[src/include/mips_params.svh]
// memory depths, wishbone address map, opcode and funct codes
`ifndef MIPS_PARAMS_SVH
`define MIPS_PARAMS_SVH

`define IMEM_WORDS 256
`define DMEM_WORDS 256

// bus regions, decoded on address bits 13:12
`define WB_IMEM 16'h0000
`define WB_REGS 16'h1000
`define WB_DMEM 16'h2000
`define WB_CTRL 16'h3000

`define OP_RTYPE 6'h00
`define OP_LW    6'h23
`define OP_SW    6'h2B
`define OP_BEQ   6'h04
`define OP_ADDI  6'h08
`define OP_HALT  6'h3F  // custom, stops fetch

`define FN_ADD 6'h20
`define FN_SUB 6'h22
`define FN_AND 6'h24
`define FN_OR  6'h25
`define FN_SLT 6'h2A

`endif

[src/hw/mips_pkg.sv]
// word, instruction union, control word and pipeline register types
package mips_pkg;

	typedef logic [31:0] word_t;

	typedef struct packed {
		logic [5:0] opcode;
		logic [4:0] rs;
		logic [4:0] rt;
		logic [4:0] rd;
		logic [4:0] shamt;
		logic [5:0] funct;
	} inst_r_t;

	typedef struct packed {
		logic [5:0]  opcode;
		logic [4:0]  rs;
		logic [4:0]  rt;
		logic [15:0] imm;
	} inst_i_t;

	// one instruction word, two decodings
	typedef union packed {
		inst_r_t r;
		inst_i_t i;
	} inst_u;

	typedef struct packed {
		logic       halt;     // halt opcode marker
		logic       regdst;   // 1 = rd, 0 = rt
		logic       branch;
		logic       memread;
		logic       memtoreg;
		logic [1:0] aluop;    // 00 add, 01 sub, 10 funct
		logic       memwrite;
		logic       alusrc;   // 1 = immediate
		logic       regwrite;
	} ctrl_t;

	typedef struct packed {
		word_t pc_p4;
		inst_u inst;
		logic  valid;
	} if_id_t;

	typedef struct packed {
		word_t      pc_p4;
		word_t      data1;
		word_t      data2;
		word_t      seimm;
		logic [4:0] rt;
		logic [4:0] rd;
		logic [5:0] funct;
		ctrl_t      ctrl;
		logic       valid;
	} id_ex_t;

	typedef struct packed {
		word_t      branch_target;
		word_t      alu_result;
		word_t      store_data;
		logic       zero;
		logic [4:0] wrreg;
		ctrl_t      ctrl;
		logic       valid;
	} ex_mem_t;

	// write-back path into the register file
	typedef struct packed {
		logic       regwrite;
		logic [4:0] wrreg;
		word_t      wrdata;
	} wb_t;

	typedef struct packed {
		logic        cyc;
		logic        stb;
		logic        we;
		logic [15:0] adr;
		word_t       dat;
	} wb_req_t;

endpackage

[src/hw/stage3_ex.sv]
// ALU, branch target adder and EX/MEM register
`timescale 1ns/1ps
`include "mips_params.svh"

module stage3_ex (
	input  logic              clk,
	input  logic              rst,
	input  mips_pkg::id_ex_t  id_ex,
	output mips_pkg::ex_mem_t ex_mem
);
	import mips_pkg::*;

	word_t opb;
	word_t result;

	assign opb = id_ex.ctrl.alusrc ? id_ex.seimm : id_ex.data2;

	always_comb begin
		case (id_ex.ctrl.aluop)
			2'b00: result = id_ex.data1 + opb;  // lw, sw, addi
			2'b01: result = id_ex.data1 - opb;  // beq
			default: begin
				case (id_ex.funct)
					`FN_ADD: result = id_ex.data1 + opb;
					`FN_SUB: result = id_ex.data1 - opb;
					`FN_AND: result = id_ex.data1 & opb;
					`FN_OR:  result = id_ex.data1 | opb;
					`FN_SLT: result = {31'd0, $signed(id_ex.data1) < $signed(opb)};
					default: result = '0;
				endcase
			end
		endcase
	end

	always_ff @(posedge clk) begin
		ex_mem.branch_target <= id_ex.pc_p4 + {id_ex.seimm[29:0], 2'b00};
		ex_mem.alu_result    <= result;
		ex_mem.store_data    <= id_ex.data2;
		ex_mem.zero          <= (result == '0);
		ex_mem.wrreg         <= id_ex.ctrl.regdst ? id_ex.rd : id_ex.rt;
		if (rst) begin
			ex_mem.ctrl  <= '0;
			ex_mem.valid <= 1'b0;
		end else begin
			ex_mem.ctrl  <= id_ex.ctrl;
			ex_mem.valid <= id_ex.valid;
		end
	end

endmodule

[config.mk]
export PLATFORM = sky130hd
export DESIGN_NAME = stage3_ex
export DESIGN_NICKNAME = d
export VERILOG_FILES = /design/src/hw/mips_pkg.sv /design/src/hw/stage3_ex.sv
export VERILOG_INCLUDE_DIRS = /design/src /design/src/include
export SDC_FILE = /design/constraint.sdc
export NUM_CORES = 1
export LEC_CHECK = 0
export BUFFER_PORTS_ARGS = -buffer_cell sky130_fd_sc_hd__buf_4
export CELL_PAD_IN_SITES_DETAIL_PLACEMENT = 1
export CELL_PAD_IN_SITES_GLOBAL_PLACEMENT = 2
export CORE_MARGIN = 1.5
export CORE_UTILIZATION = 28
export CTS_CLUSTER_DIAMETER = 150
export CTS_CLUSTER_SIZE = 12
export DETAILED_ROUTE_END_ITERATION = 7
export GPL_TIMING_DRIVEN = 0
export PLACE_DENSITY_LB_ADDON = 0.1
export SYNTH_ARGS = -nofsm -noshare
export SYNTH_HDL_FRONTEND = slang
export SYNTH_SLANG_ARGS = --single-unit
[constraint.sdc]
create_clock -name clk -period 4.5 [get_ports clk]
set_input_delay 0.675 -clock clk [delete_from_list [all_inputs] [get_ports clk]]
set_output_delay 0.675 -clock clk [all_outputs]
set_load 0.01 [all_outputs]
# Yosys cells after proc, flatten, opt, wreduce, memory -nomap -nowiden
# Cells that the tools add are included.
# word_totals
input_bits	157
word_cells	33
out_inout_bits	113
regBits	113
# classes
n_addsub	3
n_mux	4
bitwise_logic	2
n_eq_ne	6
reduce_logical	2
n_lt_le_gt_ge	1
# op_table
cell	n
case mux 32 bit (5 select lines)	1
adder 32 bit	2
case mux 32 bit (2 select lines)	1
AND 32 bit	1
logical NOT 32 bit	1
< comparator 32 bit	1
two-way mux 32 bit	1
bitwise OR 32 bit	1
subtractor 32 bit	1
== test 6 bit (second input constant)	5
two-way mux 5 bit	1
== test 2 x 1 -> 1 bit (second input constant)	1
logical NOT 2 bit	1

# Depth between registers and ports, before layout
# depth
depth_word	5
mapped_depth	16
depth_no_buf	15

# Worst setup path before layout
# OpenSTA, ideal clock, no wires.
# synth_timing
path_type	input port to flip-flop
startpoint	in id_ex[2] (netlist bit)
endpoint	reg ex_mem[16] (netlist bit)
path_slack_ns	-0.266
stages	16
arrival_time_ns	4.678
setup_ns	0.088
n_path_buf	2
required_time_ns	4.412
cell_sequence	clkbuf_1 -> clkbuf_1 -> mux2i_1 -> inv_1 -> fa_1 -> o21bai_4 -> a31oi_4 -> a211oi_4 -> o21ai_2 -> o21a_1 -> a221o_1 -> a22o_1 -> or4_1 -> nor4_1 -> nand4b_1 -> nor4_2
# synth_via
elab_chain_cells	5
word_cells_on_any_way	9
cone_classes	add/sub (2); order compare (1); mux (3); bitwise (2); reduce/logical (1)
# synth_lines
item	line	source
from (decl)	stage3_ex.sv:8	input mips_pkg::id_ex_t id_ex,
two-way mux 32 bit *	stage3_ex.sv:16	assign opb = id_ex.ctrl.alusrc ? id_ex.seimm : id_ex.data2;
subtractor 32 bit (tied with other cells)	stage3_ex.sv:21, stage3_ex.sv:25	
case mux 32 bit (5 select lines)	stage3_ex.sv:23	case (id_ex.funct)
case mux 32 bit (2 select lines) *	stage3_ex.sv:19	case (id_ex.ctrl.aluop)
net result[12]	stage3_ex.sv:14	word_t result;
logical NOT 32 bit *	stage3_ex.sv:39	ex_mem.zero <= (result == '0);
to (decl)	stage3_ex.sv:9	output mips_pkg::ex_mem_t ex_mem
# The timed path passes the listed nets; every way through them passes the cells marked *.
# A chain may end at the register's enable or synchronous reset.

# Worst setup path in the final report
# Same ends and word-level chain as after synthesis.

==> results.tsv <==
metric	value	unit
drt_iter0_markers	468	
postSynthAreaPerCell	8.095	µm²
synth_seq_area_share	0.2323	
grt_use_total	0.2195	
path_clk_slew	0.05	ns
io-pin-count	270	
grt_pass1_vias	10420	
grt_pass1_wl	59950	µm
gr-total-overflow	0	
rows	68	
leakagePower	6.284	nW
fin_crit_sh	0.9647	
synth.largest_area_cell	dfxtp_1	
synth_fp_nets	1505	
pwr-share-comb	0.398	
power.share.clock	0.321	
hold-worst-slack	0.3320	ns
largest_reg_flops	113	
cell_internal_pwr	0.002714	W
yosysMostFrequentCell	ha_1	
core	34370	µm²
crit_path_max_fanout	6	
syn_area	9738	µm²
yosysTopAreaCellShare	0.2323	
routed_wl	39730	µm
clock.fmax	230.4	MHz
start_util	0.2833	
hold_viol_final	0	
min_path_type	in -> reg	
ys.flop_type	dfxtp_1	
antenna_left	0	
p_switching	0.001481	W
die_height	189.5	µm
ys_ff_latch	113	
dp_hpwl	32300	µm
ys_types	88	
final_core_util	0.3903	
yosys_warnings	0	
setup.worst_path.start_class	primary input	
vias	10130	
criticalPathCategory	in -> reg	
synthArstFlopShare	0	
rsz0062_at_grt	false	
swShare	0.3531	
die-area	35910	µm²
synth.area.top_cells	dfxtp_1 23%, ha_1 18%, a21oi_1 6.0%, inv_1 4.4%, nor2_1 3.8%	
synthCells	1203	
antenna_found_initial	2	
fin_crit	4.341	ns
gp_congestion	0.8779	
peakVddDrop	0.0002738	V
syn_to_final_growth	37.75	%
drv_slew	0	
clkSinkCount	113	
top_regs	ex_mem: 113 flops	
cts_tree	yes	
postCtsHoldBufs	0	
slowest_delay	0.58	ns
finalSetupViolCount	0	
clockRootBuffer	clkbuf_16	
seqPwrFrac	0.281	
antenna_cells	0	
outcome	finished clean	
wire_per_inst	20.16	µm
firstDrtPassIters	4	
worst_pin_slew	1.346	ns
numPortBuffers	268	
top_register	ex_mem	
crit_path_top_delay_cell	or4_4	
synth_commonest_cells	142 x ha_1, 116 x a21oi_1, 115 x inv_1	
path_cells	buf_4, mux2i_2, inv_1, ha_1, fa_2, o21bai_4, a31oi_4, a211oi_4, o21ai_2, o21a_1, a221o_1, a22o_1, or4_4, nor4_4, nand4b_1, nor4_2	
powerDensity	312.8	nW/µm²
critical_path_required	4.85	ns
drive_gt1_frac	0.2810	
clk_path_buf_depth	2	
fill_cells	4137	
cts_buffers	17	
viasPerCell	5.142	
drv_cap	0	
h-tree-depth	4	
slew_headroom	0.09107	
grt_max_degree	17	
crit_arrival	4.69	ns
critPathCaptureType	flop	
fin_nets	1806	
die_x	189.5	µm
drc	0	
synth_enable_flop_cells	0	
==> area by class of cell <==
class                      count  area [µm²]  area share
clock buffer                  21       470.5     0.03507
sequential                   113        2262      0.1686
multi-input combinational    923        7119      0.5307
buffer                        49       305.3     0.02276
timing repair buffer         284        2142      0.1597
tap                          455       569.3     0.04244
clock inverter                10       110.1    0.008208
inverter                     116       435.4     0.03246
==> power by group through the flow <==
| stage | registers [W] | clock network (W) | logic (W) |
|---|---|---|---|
| 6_report | 0.00118 | 0.00135 | 0.00167 |
| 3_5_place_dp | 0.00120 | 0 | 0.00158 |
| 2_1_floorplan | 0.00127 | 0 | 0.000835 |
| 5_1_grt | 0.00119 | 0.00144 | 0.00182 |
| 3_3_place_gp | 0.00120 | 0 | 0.00157 |
| 4_1_cts | 0.00118 | 0.00140 | 0.00163 |
==> path summary, 6_finish.rpt <==
path / from / to / slack (ns) / depth (start not counted)
worst min-delay path: id_ex[123] / ex_mem[81] / 0.33 / 1
worst max-delay path: id_ex[2] / ex_mem[16] / 0.16 / 16
==> timing repair <==
action | 4_1_cts | 5_1_grt
pin swaps | 4 | 10
gates resized for setup | 40 | 42
endpoints found under the setup margin | 2 | 2
buffers inserted | 3 | 12
==> metal layers <==
| layer | up-vias | global-route usage | routed length (µm) |
|---|---|---|---|
| met5 | - | 0 | 0 |
| met4 | 0 | 0.08822 | 1114 |
| met3 | 51 | 0.03522 | 2062 |
| met2 | 283 | 0.3588 | 18330 |
| met1 | 4867 | 0.2869 | 18220 |
| li1 | 4933 | - | - |
==> logic make-up after synthesis <==
group	synth area share
AOI/OAI and AO/OA	0.2755
buffers and inverters	0.07067
adders and majority gates	0.1886
DFF	0.2323
xor gates and xnor gates	0.03418
and+or+nand+nor	0.1548
muxes	0.04394
==> critical path: cells and delay by family <==
family | cells | cell delay, ns
adder cells (fa/ha/maj) | 2 | 0.65
AO/OA/AOI/OAI | 7 | 1.60
buffers and inverters | 2 | 0.29
multiplexers | 1 | 0.27
AND/OR/NAND/NOR | 4 | 1.21
==> layout by cell type, fill, tap and decap left out, types with 12 or more instances in the layout <==
cell and n:
clkbuf_16 18, mux2i_1 22, nor3_1 20, o21ai_0 52
dfxtp_1 113, a21oi_1 108, clkbuf_1 24, a21o_1 22
nand4_1 12, nand3_1 21, o21bai_1 24, nor2_1 98
xnor2_1 32, ha_1 139, o22ai_1 13, nor2b_1 26
inv_1 115, buf_4 293, nand2_1 62, a221oi_1 13
==> stage by stage <==
step / area [µm²] / setup WS (ns) / TNS, ns / power (W) / std cells
2_1_floorplan: 9752 / 0.1101 / 0 / 0.002105 / 1203
3_3_place_gp: 12330 / -1.219 / -6.537 / 0.002765 / 1926
3_5_place_dp: 12350 / -1.229 / -4.770 / 0.002782 / 1927
4_1_cts: 13130 / 0.0003997 / 0 / 0.004208 / 1961
5_1_grt: 13410 / 0.01482 / 0 / 0.004453 / 1971
6_report: 13410 / 0.1590 / 0 / 0.004195 / 1971
No activity file was read; power rests on OpenSTA's default activity.
