[config.mk]
export PLATFORM = sky130hd
export DESIGN_NAME = stage2_id
export DESIGN_NICKNAME = d
export VERILOG_FILES = /design/src/include/mips_params.svh /design/src/hw/mips_pkg.sv /design/src/hw/regm.sv /design/src/hw/stage2_id.sv
export SDC_FILE = /design/constraint.sdc
export NUM_CORES = 2
export LEC_CHECK = 0
export BUFFER_PORTS_ARGS = -buffer_cell sky130_fd_sc_hd__buf_2
export CAP_MARGIN = 0
export CORE_ASPECT_RATIO = 1.1
export CORE_MARGIN = 2
export CORE_UTILIZATION = 29
export CTS_BUF_LIST = sky130_fd_sc_hd__clkbuf_4 sky130_fd_sc_hd__clkbuf_8
export DETAILED_ROUTE_END_ITERATION = 8
export HOLD_SLACK_MARGIN = 0.06
export PLACE_DENSITY_LB_ADDON = 0.3
export RECOVER_POWER = 100
export SYNTH_ARGS = -nofsm -noshare
export SYNTH_HDL_FRONTEND = slang
export SYNTH_SLANG_ARGS = --single-unit
[constraint.sdc]
create_clock -name clk -period 2.9 [get_ports clk]
set_input_delay 0.145 -clock clk [delete_from_list [all_inputs] [get_ports clk]]
set_output_delay 0.145 -clock clk [all_outputs]
set_load 0.01 [all_outputs]
[src/include/mips_params.svh]
// memory depths, wishbone address map, opcode and funct codes
`ifndef MIPS_PARAMS_SVH
`define MIPS_PARAMS_SVH

`define IMEM_WORDS 256
`define DMEM_WORDS 256

// bus regions, decoded on address bits 13:12
`define WB_IMEM 16'h0000
`define WB_REGS 16'h1000
`define WB_DMEM 16'h2000
`define WB_CTRL 16'h3000

`define OP_RTYPE 6'h00
`define OP_LW    6'h23
`define OP_SW    6'h2B
`define OP_BEQ   6'h04
`define OP_ADDI  6'h08
`define OP_HALT  6'h3F  // custom, stops fetch

`define FN_ADD 6'h20
`define FN_SUB 6'h22
`define FN_AND 6'h24
`define FN_OR  6'h25
`define FN_SLT 6'h2A

`endif

[src/hw/mips_pkg.sv]
// word, instruction union, control word and pipeline register types
package mips_pkg;

	typedef logic [31:0] word_t;

	typedef struct packed {
		logic [5:0] opcode;
		logic [4:0] rs;
		logic [4:0] rt;
		logic [4:0] rd;
		logic [4:0] shamt;
		logic [5:0] funct;
	} inst_r_t;

	typedef struct packed {
		logic [5:0]  opcode;
		logic [4:0]  rs;
		logic [4:0]  rt;
		logic [15:0] imm;
	} inst_i_t;

	// one instruction word, two decodings
	typedef union packed {
		inst_r_t r;
		inst_i_t i;
	} inst_u;

	typedef struct packed {
		logic       halt;     // halt opcode marker
		logic       regdst;   // 1 = rd, 0 = rt
		logic       branch;
		logic       memread;
		logic       memtoreg;
		logic [1:0] aluop;    // 00 add, 01 sub, 10 funct
		logic       memwrite;
		logic       alusrc;   // 1 = immediate
		logic       regwrite;
	} ctrl_t;

	typedef struct packed {
		word_t pc_p4;
		inst_u inst;
		logic  valid;
	} if_id_t;

	typedef struct packed {
		word_t      pc_p4;
		word_t      data1;
		word_t      data2;
		word_t      seimm;
		logic [4:0] rt;
		logic [4:0] rd;
		logic [5:0] funct;
		ctrl_t      ctrl;
		logic       valid;
	} id_ex_t;

	typedef struct packed {
		word_t      branch_target;
		word_t      alu_result;
		word_t      store_data;
		logic       zero;
		logic [4:0] wrreg;
		ctrl_t      ctrl;
		logic       valid;
	} ex_mem_t;

	// write-back path into the register file
	typedef struct packed {
		logic       regwrite;
		logic [4:0] wrreg;
		word_t      wrdata;
	} wb_t;

	typedef struct packed {
		logic        cyc;
		logic        stb;
		logic        we;
		logic [15:0] adr;
		word_t       dat;
	} wb_req_t;

endpackage

[src/hw/regm.sv]
// 32-entry register file, two pipeline read ports, debug read, one write
`timescale 1ns/1ps

module regm (
	input  logic            clk,
	input  logic [4:0]      read1,
	input  logic [4:0]      read2,
	input  logic [4:0]      dbg_reg,
	output mips_pkg::word_t data1,
	output mips_pkg::word_t data2,
	output mips_pkg::word_t dbg_data,
	input  mips_pkg::wb_t   wb
);
	import mips_pkg::*;

	word_t regs [32];

	// write-before-read with $0 hard-wired to zero
	function automatic word_t rd_port(input logic [4:0] idx);
		if (idx == 5'd0)
			return '0;
		else if (wb.regwrite && wb.wrreg == idx)
			return wb.wrdata;
		else
			return regs[idx];
	endfunction

	// reevaluated on any write-back or register change
	always_comb begin
		data1    = rd_port(read1);
		data2    = rd_port(read2);
		dbg_data = rd_port(dbg_reg);
	end

	always_ff @(posedge clk) begin
		if (wb.regwrite && wb.wrreg != 5'd0)
			regs[wb.wrreg] <= wb.wrdata;
	end

	// $0 stays zero even right after write-back targets it
	zero_reg: assert property (@(posedge clk)
		(wb.regwrite && wb.wrreg == 5'd0) |=>
			((read1 != 5'd0 || data1 == '0) && (dbg_reg != 5'd0 || dbg_data == '0)));

endmodule

[src/hw/stage2_id.sv]
// instruction decode, sign extension, register read and ID/EX register
`timescale 1ns/1ps

module stage2_id (
	input  logic             clk,
	input  logic             rst,
	input  mips_pkg::if_id_t if_id,
	input  mips_pkg::ctrl_t  ctrl,
	output logic [5:0]       opcode,
	input  mips_pkg::wb_t    wb,
	input  logic [4:0]       dbg_reg,
	output mips_pkg::word_t  dbg_data,
	output mips_pkg::id_ex_t id_ex
);
	import mips_pkg::*;

	logic [4:0]  rs;
	logic [4:0]  rt;
	logic [4:0]  rd;
	logic [5:0]  funct;
	logic [15:0] imm;
	word_t       seimm;
	word_t       data1;
	word_t       data2;

	// R view for rd and funct, I view for the immediate
	assign opcode = if_id.inst.r.opcode;
	assign rs     = if_id.inst.i.rs;
	assign rt     = if_id.inst.i.rt;
	assign rd     = if_id.inst.r.rd;
	assign funct  = if_id.inst.r.funct;
	assign imm    = if_id.inst.i.imm;
	assign seimm  = {{16{imm[15]}}, imm};

	regm regs (
		.clk      (clk),
		.read1    (rs),
		.read2    (rt),
		.dbg_reg  (dbg_reg),
		.data1    (data1),
		.data2    (data2),
		.dbg_data (dbg_data),
		.wb       (wb)
	);

	always_ff @(posedge clk) begin
		id_ex.pc_p4 <= if_id.pc_p4;
		id_ex.data1 <= data1;
		id_ex.data2 <= data2;
		id_ex.seimm <= seimm;
		id_ex.rt    <= rt;
		id_ex.rd    <= rd;
		id_ex.funct <= funct;
		if (rst) begin
			id_ex.ctrl  <= '0;
			id_ex.valid <= 1'b0;
		end else begin
			id_ex.ctrl  <= if_id.valid ? ctrl : '0;  // bubble carries no control
			id_ex.valid <= if_id.valid;
		end
	end

endmodule

# Word level (Yosys, flattened, before mapping)
# Memory sizes are Yosys's and may differ from the RTL's. A register that Yosys moved wholly into a read port is not among the register bits.
# Cells that the tools add are included.
# word_totals
output_inout_bits	193
regBits	75
in_bits	120
elab_cells	29
mem_count	1
ram_bits	1024
# mem_list
memory	words	word_bits	rd	rd_clocked_by_memory_dff	wr	line_no	text
regs.regs	32	32	3	2	1	regm.sv:16	word_t regs [32];
# op_classes
eq_ne	1
bitwise	1
reduce_logical	7
mux	4
# ops
cell	n
32-bit 2-to-1 mux	2
5-bit zero test	3
5-bit == test	1
5-bit nonzero test	1
1-bit logical AND	2
1-bit 2-to-1 mux	2
2-bit OR reduction	1
1-bit NOT	1

# Longest topological paths before layout
# logic_depth
ltp_word	4
mapped_depth	10
mapped_depth_nobuf	5

# Hierarchy
# From an unflattened synthesis, not the netlist that was laid out.
# unflattened
hier_cells	3576
hier_area_um2	59599.7
# modules_own_cells
module	instances	area_per_inst_um2	seq_area_each_um2	cells_per_inst
regm	1	56679.4	30749.5	3402
stage2_id	1	2920.3	2562.5	174

# Worst setup path before layout
# OpenSTA, ideal clock, no wires.
# synth_path
path_kind	input-to-reg
from	input port wb[36] (netlist name)
to	memory regs.regs[18][0] (netlist name), enable pin
setup_ns	0.421
stages	3
n_path_buf	1
slack_ns	0.174
arrival_ns	2.305
required_time_ns	2.479
cell_sequence	buf_1 -> or3b_2 -> nor2_1
# synth_via
elab_chain_cells	4
# synth_rtl
element	line_no	text
start, declared	stage2_id.sv:10	input mips_pkg::wb_t wb,
5-bit nonzero test	regm.sv:36	if (wb.regwrite && wb.wrreg != 5'd0)
1-bit logical AND	regm.sv:36	
1-bit 2-to-1 mux	regm.sv:36	
1-bit 2-to-1 mux (not written as such)	regm.sv:37	regs[wb.wrreg] <= wb.wrdata;
end, declared	regm.sv:16	
# Parallel ways exist; a longest one is shown, timed or not.

# Worst setup path after layout
# layout_path
from	input port if_id[22] (netlist name)
to	register id_ex[109] (netlist name)
# layout_via
elab_chain_cells	1
# layout_rtl
element	line_no	text
start, declared	stage2_id.sv:7	input mips_pkg::if_id_t if_id,
5-bit zero test	regm.sv:20	if (idx == 5'd0)
# Parallel ways exist; a longest one is shown, timed or not.
# A chain may end at the register's enable or synchronous reset.

==> results.py <==
metrics = {
    "place": {
        "port_buffers": 300,
        "routabilityCongestion": 0.869,
        "hpwlAfterDp_um": 146000,
    },
    "synthesis": {
        "ys_seq_elements": 1152,
        "synth_area_um2": 59000,
        "syn_inst": 3413,
        "async_reset_ff_share_pct": 0,
        "ys_types": 54,
        "ys.flop_type": "edfxtp_1",
        "ys_seq_area_share_pct": 56.4,
        "synth_area_leaders": "edfxtp_1 52%, mux4_2 23%, mux2i_1 6.0%",
        "ys_top_cells_by_count": "1024 x edfxtp_1, 594 x mux4_2, 352 x mux2i_1",
        "synth_top_area_share_pct": 52.1,
        "ys_warn_count": 0,
        "synth_top_area_cell": "edfxtp_1",
        "synth_edf_count": 1024,
        "avgSynthCellArea_um2": 17.3,
        "yosysMostFrequentCell": "edfxtp_1",
    },
    "power_and_ir_drop": {
        "max-vdd-ir-drop_mv": 0.548,
        "leakagePower_nw": 24.1,
        "p_total_w": 0.0407,
        "power_density_nw_per_um2": 563,
    },
    "setup_path": {
        "setup.worst_path.start_class": "input pin",
        "critPathCaptureType": "flip-flop",
        "timing.rr.start": "regs.regs[4][30]",
        "critPathMaxFanout": 18,
        "rr_worst_depth": 4,
        "critPathSlowestCell": "a2111oi_0",
        "path_cells": "dlygate4sd3_1, clkbuf_4, buf_12, xor2_1, a2111oi_0, clkbuf_1, a21oi_4, clkbuf_4, a32o_1",
        "cp.required_ns": 3.71,
        "cpPeakStageDelay_ns": 1.30,
        "r2r_end": "id_ex[121]",
        "r2r_slack_ns": 0.67,
        "critPathKind": "in2reg",
        "cp.arrival_ns": 4.18,
        "crit_top_cell": "clkbuf_4",
    },
    "worst_hold_path": {
        "min-delay-start": "if_id[24]",
        "holdPathEnd": "id_ex[102]",
        "hp-class": "in2reg",
        "holdPathStages": 6,
    },
    "routing": {
        "drc": 0,
        "route.antenna.remaining_nets": 0,
        "detail_route.wl_per_cell_um": 34.4,
        "post_drt_via_cell_ratio": 5.94,
        "drt-total-wl_um": 242000,
        "first_pass_iters": 5,
        "vias": 41700,
        "drtIter0Drc": 5329,
    },
    "run": {
        "drv_cap": 19,
    },
    "timing": {
        "layout_min_cycle_time_ns": 3.38,
        "finalCritPeriodShare_pct": 117,
        "layout_setup_ws_ns": -0.479,
        "setup_violations": 85,
        "max_slew_margin_pct": -65.1,
        "finalHoldViolations": 0,
        "skew_ns": 0.0626,
        "tightest_slew_ns": 2.48,
        "slew_violations": 347,
        "totalNegativeSetupSlack_ns": -17.70,
        "grt_setup_unrepaired": "yes",
        "fmax_mhz": 296,
    },
    "grt": {
        "antenna_found_initial": 13,
        "grt_pass1_vias": 41500,
        "grt_usage_pct": 22.9,
        "overflow": 0,
        "grt_max_degree": 75,
        "grt_pass1_wl_um": 332000,
    },
    "layout": {
        "layout.nets": 4247,
        "fill_cells": 19300,
        "syn_to_final_growth_pct": 22.5,
        "post-route-util_pct": 35.8,
        "drive_gt1_share_pct": 37.2,
    },
    "floorplan": {
        "chipHeight_um": 477,
        "rows": 173,
        "ios": 313,
        "die_area_um2": 207000,
        "fp.dieW_um": 434,
        "coreArea_um2": 202000,
        "start_util_pct": 29.2,
    },
    "run_status": {
        "violations": "max-capacitance violations, max-slew violations, negative setup slack",
        "status": "finished with violations",
    },
    "clock_tree": {
        "cts_tree": "built",
        "clk_path_buf_depth": 3,
        "ctsHtreeMaxLevel": 4,
        "clock_sinks": 1152,
        "clkLatencyLatePin_ns": 1.00,
        "path_clk_slew_ns": 0.07,
        "cts_buffers": 204,
        "cts-root-buf": "clkbuf_8",
    },
}
==> worst max path at each step <==
stage	from	to	slack [ns]	depth (start not counted)
global route	regs.regs[19][24]	dbg_data[24]	-0.25	7
finish	if_id[22]	id_ex[109]	-0.48	9
global placement	if_id[25]	id_ex[121]	-0.41	8
CTS	regs.regs[24][1]	dbg_data[1]	-0.29	7
detailed placement	if_id[25]	id_ex[121]	-0.28	8
floorplan	wb[36]	regs.regs[18][0]	0.17	3
==> metal layers <==
metal  wire, µm  global-route usage [%]  vias up
met5         25                       0        -
met4      13300                    11.4        4
met3      23000                    4.76      672
met2     112000                    36.0     2706
met1      93500                    29.9    22100
li1           -                       -    16200
==> area by class of cell <==
class	count	area, µm²	share of cell area, %
clock buffers	303	3720	5.14
well taps	2712	3390	4.69
diodes	6	15.0	0.0208
flip-flops and latches	1152	33300	46.1
repair buffers	836	6360	8.79
multi-input cells	1930	24700	34.1
clock inverters	87	806	1.11
inverters	3	11.3	0.0156
==> timing repair <==
item	4_1_cts	5_1_grt
endpoints found under the setup margin	30	26
pin swaps	39	16
resized for setup	97	29
endpoints found under the hold margin	1204	0
buffers inserted	65	15
hold buffers	173	0
==> stage by stage <==
stage / cell area [µm²] / std cells / hold WS, ns / worst slack [ns]
detailed placement: 65600 / 6385 / 0.249 / -0.284
CTS: 72800 / 7008 / 0.0844 / -0.293
floorplan: 59200 / 3444 / 0.173 / 0.174
finish: 72300 / 7029 / 0.224 / -0.479
global route: 72300 / 7025 / 0.146 / -0.250
global placement: 65600 / 6385 / 0.247 / -0.408
==> registers in the layout, summed over array words and instances (netlist names) <==
name and cells:
id_ex 128, regs.regs 1024
==> power by group <==
| part | internal, W | total [W] | switching, W | leakage, nW |
|---|---|---|---|---|
| combinational | 0.00222 | 0.00518 | 0.00296 | 11.4 |
| clock | 0.00935 | 0.0168 | 0.00743 | 2.40 |
| sequential | 0.0185 | 0.0187 | 0.000268 | 10.3 |
| total | 0.0300 | 0.0407 | 0.0107 | 24.1 |
==> critical path, delay by kind of cell <==
| family | cells | cell delay [ns] |
|---|---|---|
| XOR/XNOR | 1 | 0.15 |
| AO/OA/AOI/OAI | 3 | 1.87 |
| buffers and inverters | 5 | 1.95 |
==> cells by family (layout without fill, tap and decap cells) <==
group           Yosys count  in the layout  synth area share [%]
compound gates          591            591                  7.93
flops                  1152           1152                  56.4
xor+xnor                 15             15                 0.223
mux                    1020           1020                  30.0
simple gates            272            272                  2.13
buf+inv                 362           1229                  3.26
other cells               1             38               0.00635
==> placed cells by master (no fill, tap or decap), types with 63 or more instances in the layout <==
cell           Yosys  final
mux2i_1          352    342
nand2_1          122    119
mux4_2           594    594
clkbuf_8           0    233
a22oi_1          128    106
clkbuf_1         164    220
buf_4             74    224
dlygate4sd3_1      0    173
buf_2             83     85
mux2_2            74     73
dfxtp_1          128    128
a32o_1            63     63
o221ai_1          89     88
clkbuf_4           0     78
edfxtp_1        1024   1024
Note: power is estimated with default switching activity, not from simulation.
