## config.mk

```make
export PLATFORM = sky130hd
export DESIGN_NAME = control
export DESIGN_NICKNAME = d
export VERILOG_FILES = /design/src/hw/mips_pkg.sv /design/src/hw/control.sv
export VERILOG_INCLUDE_DIRS = /design/src /design/src/include
export SDC_FILE = /design/constraint.sdc
export NUM_CORES = 1
export LEC_CHECK = 0
export BUFFER_PORTS_ARGS = -buffer_cell sky130_fd_sc_hd__buf_2
export CAP_MARGIN = 20
export CELL_PAD_IN_SITES_DETAIL_PLACEMENT = 1
export CELL_PAD_IN_SITES_GLOBAL_PLACEMENT = 1
export CORE_AREA = 4 4 102 104
export CTS_CLUSTER_DIAMETER = 50
export DETAILED_ROUTE_END_ITERATION = 6
export DIE_AREA = 0 0 106 108
export GPL_TIMING_DRIVEN = 1
export PLACE_DENSITY_LB_ADDON = 0.1
export SETUP_SLACK_MARGIN = 0.2
export SYNTH_ARGS = -nofsm -noshare
export SYNTH_HDL_FRONTEND = slang
export SYNTH_SLANG_ARGS = --single-unit
```

## constraint.sdc

```tcl
create_clock -name clk -period 2 [get_ports clk]
set_input_delay 0.4 -clock clk [delete_from_list [all_inputs] [get_ports clk]]
set_output_delay 0.4 -clock clk [all_outputs]
set_load 0.005 [all_outputs]
```

## src/include/mips_params.svh

```systemverilog
// memory depths, wishbone address map, opcode and funct codes
`ifndef MIPS_PARAMS_SVH
`define MIPS_PARAMS_SVH

`define IMEM_WORDS 256
`define DMEM_WORDS 256

// bus regions, decoded on address bits 13:12
`define WB_IMEM 16'h0000
`define WB_REGS 16'h1000
`define WB_DMEM 16'h2000
`define WB_CTRL 16'h3000

`define OP_RTYPE 6'h00
`define OP_LW    6'h23
`define OP_SW    6'h2B
`define OP_BEQ   6'h04
`define OP_ADDI  6'h08
`define OP_HALT  6'h3F  // custom, stops fetch

`define FN_ADD 6'h20
`define FN_SUB 6'h22
`define FN_AND 6'h24
`define FN_OR  6'h25
`define FN_SLT 6'h2A

`endif

```

## src/hw/mips_pkg.sv

```systemverilog
// word, instruction union, control word and pipeline register types
package mips_pkg;

	typedef logic [31:0] word_t;

	typedef struct packed {
		logic [5:0] opcode;
		logic [4:0] rs;
		logic [4:0] rt;
		logic [4:0] rd;
		logic [4:0] shamt;
		logic [5:0] funct;
	} inst_r_t;

	typedef struct packed {
		logic [5:0]  opcode;
		logic [4:0]  rs;
		logic [4:0]  rt;
		logic [15:0] imm;
	} inst_i_t;

	// one instruction word, two decodings
	typedef union packed {
		inst_r_t r;
		inst_i_t i;
	} inst_u;

	typedef struct packed {
		logic       halt;     // halt opcode marker
		logic       regdst;   // 1 = rd, 0 = rt
		logic       branch;
		logic       memread;
		logic       memtoreg;
		logic [1:0] aluop;    // 00 add, 01 sub, 10 funct
		logic       memwrite;
		logic       alusrc;   // 1 = immediate
		logic       regwrite;
	} ctrl_t;

	typedef struct packed {
		word_t pc_p4;
		inst_u inst;
		logic  valid;
	} if_id_t;

	typedef struct packed {
		word_t      pc_p4;
		word_t      data1;
		word_t      data2;
		word_t      seimm;
		logic [4:0] rt;
		logic [4:0] rd;
		logic [5:0] funct;
		ctrl_t      ctrl;
		logic       valid;
	} id_ex_t;

	typedef struct packed {
		word_t      branch_target;
		word_t      alu_result;
		word_t      store_data;
		logic       zero;
		logic [4:0] wrreg;
		ctrl_t      ctrl;
		logic       valid;
	} ex_mem_t;

	// write-back path into the register file
	typedef struct packed {
		logic       regwrite;
		logic [4:0] wrreg;
		word_t      wrdata;
	} wb_t;

	typedef struct packed {
		logic        cyc;
		logic        stb;
		logic        we;
		logic [15:0] adr;
		word_t       dat;
	} wb_req_t;

endpackage

```

## src/hw/control.sv

```systemverilog
// wishbone slave, run/halt state and main opcode decoder
`timescale 1ns/1ps
`include "mips_params.svh"

module control (
	input  logic              clk,
	input  logic              rst,
	input  mips_pkg::wb_req_t wb_req,
	output mips_pkg::word_t   wb_dat,
	output logic              wb_ack,
	input  logic [5:0]        opcode,
	output mips_pkg::ctrl_t   ctrl,
	input  logic              halt_seen,
	output logic              run,
	output logic              start,
	output logic              imem_we,
	output logic [7:0]        mem_idx,
	output mips_pkg::word_t   mem_wdata,
	output logic              dmem_bus_we,
	input  mips_pkg::word_t   dmem_bus_rdata,
	output logic [4:0]        dbg_reg,
	input  mips_pkg::word_t   dbg_data
);
	import mips_pkg::*;

	localparam logic [15:0] imem_base = `WB_IMEM;
	localparam logic [15:0] regs_base = `WB_REGS;
	localparam logic [15:0] dmem_base = `WB_DMEM;
	localparam logic [15:0] ctrl_base = `WB_CTRL;

	logic       req;     // new transfer accepted this cycle
	logic       wr;
	logic [1:0] region;
	logic       halted;
	word_t      rd_data;

	assign req    = wb_req.cyc && wb_req.stb && !wb_ack;
	assign wr     = req && wb_req.we;
	assign region = wb_req.adr[13:12];

	assign mem_idx   = wb_req.adr[9:2];
	assign dbg_reg   = wb_req.adr[6:2];
	assign mem_wdata = wb_req.dat;

	// memory writes while running are acked but dropped
	assign imem_we     = wr && (region == imem_base[13:12]) && !run;
	assign dmem_bus_we = wr && (region == dmem_base[13:12]) && !run;
	assign start       = wr && (region == ctrl_base[13:12]) && wb_req.dat[0];

	always_comb begin
		case (region)
			regs_base[13:12]: rd_data = dbg_data;
			dmem_base[13:12]: rd_data = dmem_bus_rdata;
			ctrl_base[13:12]: rd_data = {30'd0, halted, run};
			default:          rd_data = '0;  // imem is write only
		endcase
	end

	always_ff @(posedge clk) begin
		if (req)
			wb_dat <= rd_data;
		if (rst) begin
			wb_ack <= 1'b0;
			run    <= 1'b0;
			halted <= 1'b0;
		end else begin
			wb_ack <= req;
			if (start) begin
				run    <= 1'b1;
				halted <= 1'b0;
			end else if (halt_seen) begin
				run    <= 1'b0;
				halted <= 1'b1;
			end
		end
	end

	// main decoder
	always_comb begin
		ctrl = '0;
		case (opcode)
			`OP_RTYPE: begin
				ctrl.regdst   = 1'b1;
				ctrl.aluop    = 2'b10;
				ctrl.regwrite = 1'b1;
			end
			`OP_LW: begin
				ctrl.memread  = 1'b1;
				ctrl.memtoreg = 1'b1;
				ctrl.alusrc   = 1'b1;
				ctrl.regwrite = 1'b1;
			end
			`OP_SW: begin
				ctrl.memwrite = 1'b1;
				ctrl.alusrc   = 1'b1;
			end
			`OP_BEQ: begin
				ctrl.branch = 1'b1;
				ctrl.aluop  = 2'b01;  // subtract for zero test
			end
			`OP_ADDI: begin
				ctrl.alusrc   = 1'b1;
				ctrl.regwrite = 1'b1;
			end
			`OP_HALT: ctrl.halt = 1'b1;
			default: ctrl = '0;
		endcase
	end

	// one-cycle ack, the master must see it low before a new request
	ack_single: assert property (@(posedge clk) disable iff (rst) wb_ack |=> !wb_ack);

endmodule

```

==> Word-level counts from Yosys, hierarchy flattened <==
Index checks and enable logic that the tools add are counted.
{ "classes": {"n_eq_ne": 8, "reduce_logical": 17, "n_mux": 11} }
{ "op_table": {"columns": ["op", "n"], "rows": [
  ["one-hot mux 32 bit (3 select lines)", 1],
  ["== test 6 bit (second input constant)", 3],
  ["logical AND 1 bit", 9],
  ["2-to-1 mux 1 bit", 8],
  ["== test 6 x 3 -> 1 bit (second input constant)", 1],
  ["== test 6 x 4 -> 1 bit (second input constant)", 1],
  ["zero test 6 bit", 1],
  ["OR reduction 3 bit", 2],
  ["== test 2 bit (second input constant)", 2],
  ["one-hot mux 2 bit (2 select lines)", 1],
  ["== test 2 x 1 -> 1 bit (second input constant)", 1],
  ["zero test 1 bit", 2],
  ["zero test 2 bit", 1],
  ["2-to-1 mux 2 bit", 1],
  ["nonzero test 2 bit", 1],
  ["OR reduction 2 bit", 1]
]} }
{ "totals": {"elab_cells": 40, "out_inout_bits": 92, "input_bits": 124, "regBits": 35} }

==> Logic depth before layout (Yosys ltp) <==
Gate-level depths: netlist of run 1.
{ "depth": {"word_depth": 6, "mapped_depth": 4, "mapped_depth_nobuf": 4} }

==> Worst setup path before layout of run 1 <==
Ideal clock, no wire load.
{ "synth_path": {"path_type": "input port to output port", "startpoint": "input wb_req[49] (netlist bit)", "endpoint": "output dmem_bus_we", "arrival_time_ps": 1683, "required_time_ps": 1600, "n_path_buf": 0, "slack_ps": -83, "path_stages": 4, "path_cell_list": "nand3b_1 -> inv_1 -> nand2_1 -> nor4b_1"} }
{ "synth_via": {"elab_chain_len": 5} }
{ "synth_lines": {"columns": ["item", "line", "text"], "rows": [
  ["from (decl)", "control.sv:8", "input mips_pkg::wb_req_t wb_req,"],
  ["logical AND 1 bit (2 in series)", "control.sv:37", "assign req = wb_req.cyc && wb_req.stb && !wb_ack;"],
  ["named net req", "control.sv:31", "logic req;"],
  ["logical AND 1 bit", "control.sv:38", "assign wr = req && wb_req.we;"],
  ["logical AND 1 bit (2 in series)", "control.sv:47", "assign dmem_bus_we = wr && (region == dmem_base[13:12]) && !run;"],
  ["to (decl)", "control.sv:19", "output logic dmem_bus_we,"]
]} }
The timed path passes the listed nets, and every way through them passes these cells.

==> results_dict.tcl, run 1 <==
set metrics [dict create \
    overflow 0 \
    finalWirelength_um 6060 \
    fmax_ghz 0.576 \
    slew_headroom 0.702 \
    hold_path.class "input pin to flop" \
    ys_ff_latch 35 \
    dp_hpwl_um 4560 \
    rsz0062_at_grt "yes" \
    reg2reg_depth 3 \
    post-route-util 0.257 \
    leakage_nw 1.09 \
    synthCells 155 \
    wl_met1_um 2260 \
    yosys.area.top_type "edfxtp_1" \
    cts_tree "done" \
    die_h_um 108 \
    avgSynthCellArea_um2 12.5 \
    io_pins 216 \
    period_share 0.868 \
    netlist.area_leader.share 0.495 \
    htree_num_levels 2 \
    wl_met2_um 2890 \
    nFillCells 1127 \
    vias 1550 \
    timing_worst_setup_path_type "input pin to primary output" \
    clkTransAtPathRegs_ns 0.07 \
    crit_chain "buf_2 > or3_4 > nor4b_2 > buf_2" \
    dieArea_um2 11400 \
    dr.pass1.iters 4 \
    outcome "complete, no violations" \
    critPathTopFamily "simple AND/OR/NAND/NOR gates" \
    clkLatencyLatePin_ns 0.29 \
    maxCapViolations 0 \
    cp-start-kind "input pin" \
    ys_seq_area_frac 0.525 \
    cts_buffer_depth 2 \
    cp_common_cell "buf_2" \
    port_buffers 126 \
    power_density_nw_per_um2 656 \
    required_ns 1.60 \
    yosysUniqueCellTypes 27 \
    drt_iter0_markers 63 \
    cts-root-buf "clkbuf_8" \
    fin_crit_ns 1.74 \
    p_int_mw 1.22 \
    regArea_um2 1020 \
    start_util 0.203 \
    slowest_stage "or3_4" \
    synth_fp_nets 279 \
    clock_skew_ns 0.00804 \
    p_switching_mw 0.391 \
    crit_path_end "ctrl[3]" \
    r2r_end "wb_dat[1]" \
    r2r_start "wb_ack" \
    slowest_delay_ns 0.41 \
    setup_viol 0 \
    drv_slew 0 \
    cts_made_buffers 5 \
    pwr-share-seq 0.530 \
    dp_slack_ns 0.259 \
    syn-cell-area_um2 1940 \
    clock_power_share 0.318 \
    die_w_um 106 \
    cp.depth 4 \
    timing.hold.ws_ns 0.306 \
    clock_sinks 35 \
    layout_commonest_cell "buf_2" \
    critical_path.max_fanout 4 \
    area_growth_pct 26.1 \
    grt_pass1_vias 1660 \
    finalPower_mw 1.61 \
    rrSetupSlack_ns 0.63 \
    grt_max_degree 33 \
    insertedDiodeCount 0 \
    worst_ep_arrival_time_ns 1.34 \
    ys_warn_count 0 \
    final_cell_mix "126 x buf_2, 32 x a22o_1, 32 x edfxtp_1" \
    drive_gt1_frac 0.620 \
    synth_area_leaders "edfxtp_1 49%, buf_4 18%, a22o_1 14%" \
    dp_cells 361 \
    fin_ws_ns 0.263 \
    fin_area_um2 2450 \
    rows 36 \
    fin_tns_setup_ns 0 \
    grt.total_usage 0.103 \
    crit_start "opcode[1]" \
    multi_input_area_um2 498 \
    nets 360 \
    drt-wirelength-per-cell_um 16.4 \
    vdd_drop_max_mv 0.221 \
    grt_antenna_before_repair 0 \
    end_kind "primary output" \
    hold_violations 0 \
    drc_errors 0 \
    ant_nets 0 \
    fin_cells 370 \
    gp_routability_congestion 0.630 \
    route.met3.wl_um 686 \
    tightest_slew_ns 0.447 \
    grt_pass1_wl_um 9020 \
    dpl_cell_area_um2 2360 \
    top_layer_used "met4" \
    switching_share 0.243 \
    path_buf_inv 2 \
    combPwrFrac 0.152 \
    coreArea_um2 9550 \
    routed_via_density 4.19 \
]
-- cells in the mapped netlist --
cell      instances
nor3_1            4
nor2b_1           2
a22o_1           32
o21ba_2           1
and3_1            1
nand2_1           3
buf_8             3
and2b_1           1
nor3_2            1
nor4b_2           1
nor4_1            4
or3_4             1
a21oi_1           1
buf_2             3
o21a_1            1
nand4_1           1
nor2_1            4
buf_4            47
dfxtp_1           3
nand3b_1          1
buf_6             1
clkbuf_1          2
mux2_2            2
edfxtp_1         32
inv_1             1
nor4b_1           1
nand3_1           1
-- logic make-up (layout without fill, tap and decap cells) --
family,count (synthesis),in the layout,synth area share
buffers and inverters,57,139,0.224
AOI/OAI and AO/OA,35,35,0.156
DFF,35,35,0.525
and+or+nand+nor,26,26,0.0831
muxes,2,2,0.0116
-- flip-flops by register name, indices dropped and copies added (netlist names) --
signal,cells
wb_ack,1
wb_dat,32
run,1
halted,1
-- power by group through the flow --
stage               sequential [mW]  combinational (mW)  clock (mW)
CTS                           0.852               0.253       0.547
global route                  0.856               0.276       0.583
detailed placement            0.869               0.251           0
global placement              0.868               0.249           0
floorplan                     0.875               0.173           0
finish                        0.852               0.244       0.512
-- final cells by class --
cell class                      count  share of cell area
Multi-Input combinational cell     63               0.203
Tap cell                          133              0.0679
Clock inverter                      2             0.00510
Timing Repair Buffer              130               0.275
Clock buffer                        6              0.0296
Inverter                            1             0.00306
Sequential cell                    35               0.417
-- repair_timing --
| item | in CTS | in global routing |
|---|---|---|
| pin swaps | 0 | 1 |
| gates resized for setup | 0 | 1 |
| endpoints found under the setup margin | 1 | 2 |
| setup buffers | 1 | 0 |
| hold buffers | 0 | 0 |
-- worst min-delay path by stage --
stage,start,to,slack [ns],cells after the start
floorplan,halted,halted,0.47,2
global placement,halted,halted,0.49,2
detailed placement,halted,halted,0.49,2
CTS,rst,wb_ack,0.29,2
global route,rst,wb_ack,0.30,2
finish,rst,wb_ack,0.31,2
-- routing by layer --
layer  GRT usage  up-vias
li1            -      696
met1       0.109      706
met2       0.174      111
met3      0.0448       37
met4      0.0527        0
met5           0        -
Note: power is estimated with default switching activity, not from simulation.
==> run 2: changes to the inputs <==
--- a/config.mk
+++ b/config.mk
@@ -7,16 +7,15 @@
 export NUM_CORES = 1
 export LEC_CHECK = 0
 export BUFFER_PORTS_ARGS = -buffer_cell sky130_fd_sc_hd__buf_2
-export CAP_MARGIN = 20
 export CELL_PAD_IN_SITES_DETAIL_PLACEMENT = 1
 export CELL_PAD_IN_SITES_GLOBAL_PLACEMENT = 1
 export CORE_AREA = 4 4 102 104
 export CTS_CLUSTER_DIAMETER = 50
 export DETAILED_ROUTE_END_ITERATION = 6
 export DIE_AREA = 0 0 106 108
-export GPL_TIMING_DRIVEN = 1
+export GPL_TIMING_DRIVEN = 0
 export PLACE_DENSITY_LB_ADDON = 0.1
-export SETUP_SLACK_MARGIN = 0.2
+export SETUP_SLACK_MARGIN = 0.4
 export SYNTH_ARGS = -nofsm -noshare
 export SYNTH_HDL_FRONTEND = slang
 export SYNTH_SLANG_ARGS = --single-unit
==> results_dict.tcl, run 2 (synthesis results as in run 1) <==
set metrics [dict create \
    dp_slack_ns -0.220 \
    grt_pass1_vias 2084 \
    fin_crit_ns 1.81 \
    nFillCells 1147 \
    largest_reg_flops 32 \
    crit_start "wb_ack" \
    setup_viol 0 \
    slew_headroom 0.663 \
    timing.hold.ws_ns 0.297 \
    cts_buffer_depth 2 \
    dieArea_um2 11400 \
    tightest_slew_ns 0.505 \
    die_h_um 108 \
    rows 36 \
    die_w_um 106 \
    clkLatencyLatePin_ns 0.29 \
    fin_ws_ns 0.191 \
    nets 462 \
    finalWirelength_um 7380 \
    start_util 0.203 \
    grt_pass1_wl_um 10600 \
    end_kind "primary output" \
    dp_cells 456 \
    drt_iter0_markers 41 \
    period_share 0.904 \
    drc_errors 0 \
    clkTransAtPathRegs_ns 0.07 \
    ctsHoldBuffers 0 \
    insertedDiodeCount 0 \
    worst_ep_arrival_time_ns 1.41 \
    dr.pass1.iters 4 \
    drt-wirelength-per-cell_um 15.6 \
    drv_slew 0 \
    leakage_nw 1.56 \
    overflow 0 \
    dp_hpwl_um 5900 \
    required_ns 1.60 \
    port_buffers 168 \
    cts_made_buffers 5 \
    hold_violations 0 \
    reg2reg_depth 4 \
    grt.total_usage 0.119 \
    fin_cells 472 \
    grt_antenna_before_repair 0 \
    multi_input_area_um2 542 \
    critical_path.max_fanout 4 \
    grt_max_degree 17 \
    htree_num_levels 2 \
    io_pins 216 \
    timing_worst_setup_path_type "flop to primary output" \
    vias 1896 \
    top_register "wb_dat" \
    fin_tns_setup_ns 0 \
    layout_commonest_cell "buf_2" \
    ant_nets 0 \
    area_growth_pct 64.3 \
    r2r_start "wb_ack" \
    vdd_drop_max_mv 0.207 \
    gp_routability_congestion 0.709 \
    maxCapViolations 0 \
    rsz0062_at_grt "yes" \
    min_delay_path_depth 2 \
    hold_path_startpoint "rst" \
    power_density_nw_per_um2 544 \
    hold_path.class "input pin to flop" \
    fmax_ghz 0.553 \
    outcome "complete, no violations" \
    final_cell_mix "167 x buf_2, 52 x buf_4, 32 x a22o_1, 32 x edfxtp_1, 6 x buf_6" \
    routed_via_density 4.02 \
    drive_gt1_frac 0.746 \
    clock_sinks 35 \
    regArea_um2 1020 \
    cts-root-buf "clkbuf_8" \
    cts_tree "done" \
    clock_skew_ns 0.00767 \
    cp-start-kind "flop" \
    fin_area_um2 3190 \
    dpl_cell_area_um2 2970 \
    coreArea_um2 9550 \
]
-- run 2: cell types whose count changed in the layout (fill, tap and decap cells not counted), moves of 2 or more --
cell	delta
clkinv_1	+2
nor4_2	+4
buf_4	+49
buf_6	+6
nor4_1	-4
buf_8	+4
buf_2	+41
-- run 2: worst max-delay path, cell delays in order (launching register included) --
cell and delay [ns]:
dfxtp_2 0.32, nand3b_1 0.17, buf_6 0.14, clkinvlp_4 0.07, nand2_2 0.06, nor4b_2 0.21
buf_2 0.16
-- run 2: final timing paths --
check                endpoint  slack, ns
hold / removal         wb_ack       0.30
hold reg to reg        halted       0.51
setup / recovery  dmem_bus_we       0.19
setup reg to reg    wb_dat[2]       0.63
-- run 2: per-stage QoR --
stage	power (mW)	util
4_1_cts	1.77	0.326
3_5_place_dp	1.25	0.311
2_1_floorplan	1.05	-
3_3_place_gp	1.24	0.311
6_report	1.74	0.334
5_1_grt	1.84	0.334
-- run 2: cell type report --
| class | instances | area share |
|---|---|---|
| flip-flops and latches | 35 | 0.320 |
| repair buffers | 175 | 0.291 |
| multi-input cells | 63 | 0.170 |
| plain buffers | 56 | 0.136 |
| well taps | 133 | 0.0521 |
| clock buffers | 5 | 0.0216 |
| clock inverters | 3 | 0.00470 |
| inverters | 1 | 0.00235 |
| repair inverters | 1 | 0.00235 |
-- run 2: per-layer routing --
metal	GRT usage	vias up	routed length [um]
met3	0.0621	4	956
met2	0.223	128	3850
met1	0.116	864	2510
li1	-	900	-
met5	0	-	0
met4	0.0278	0	57
-- run 2: where the power goes --
group	leakage (nW)	internal, mW	switching, mW	total [mW]
clock	0.0392	0.236	0.254	0.490
sequential	0.327	0.844	0.00844	0.853
combinational	1.19	0.233	0.160	0.392
total	1.56	1.31	0.422	1.74
-- run 2: repair_timing --
| action | CTS | global route |
|---|---|---|
| endpoints found under the hold margin | 0 | 0 |
| resized for setup | 7 | 11 |
| endpoints found under the setup margin | 41 | 10 |
| cloned | 1 | 0 |
| buffers inserted | 3 | 4 |
| pin swaps | 2 | 4 |
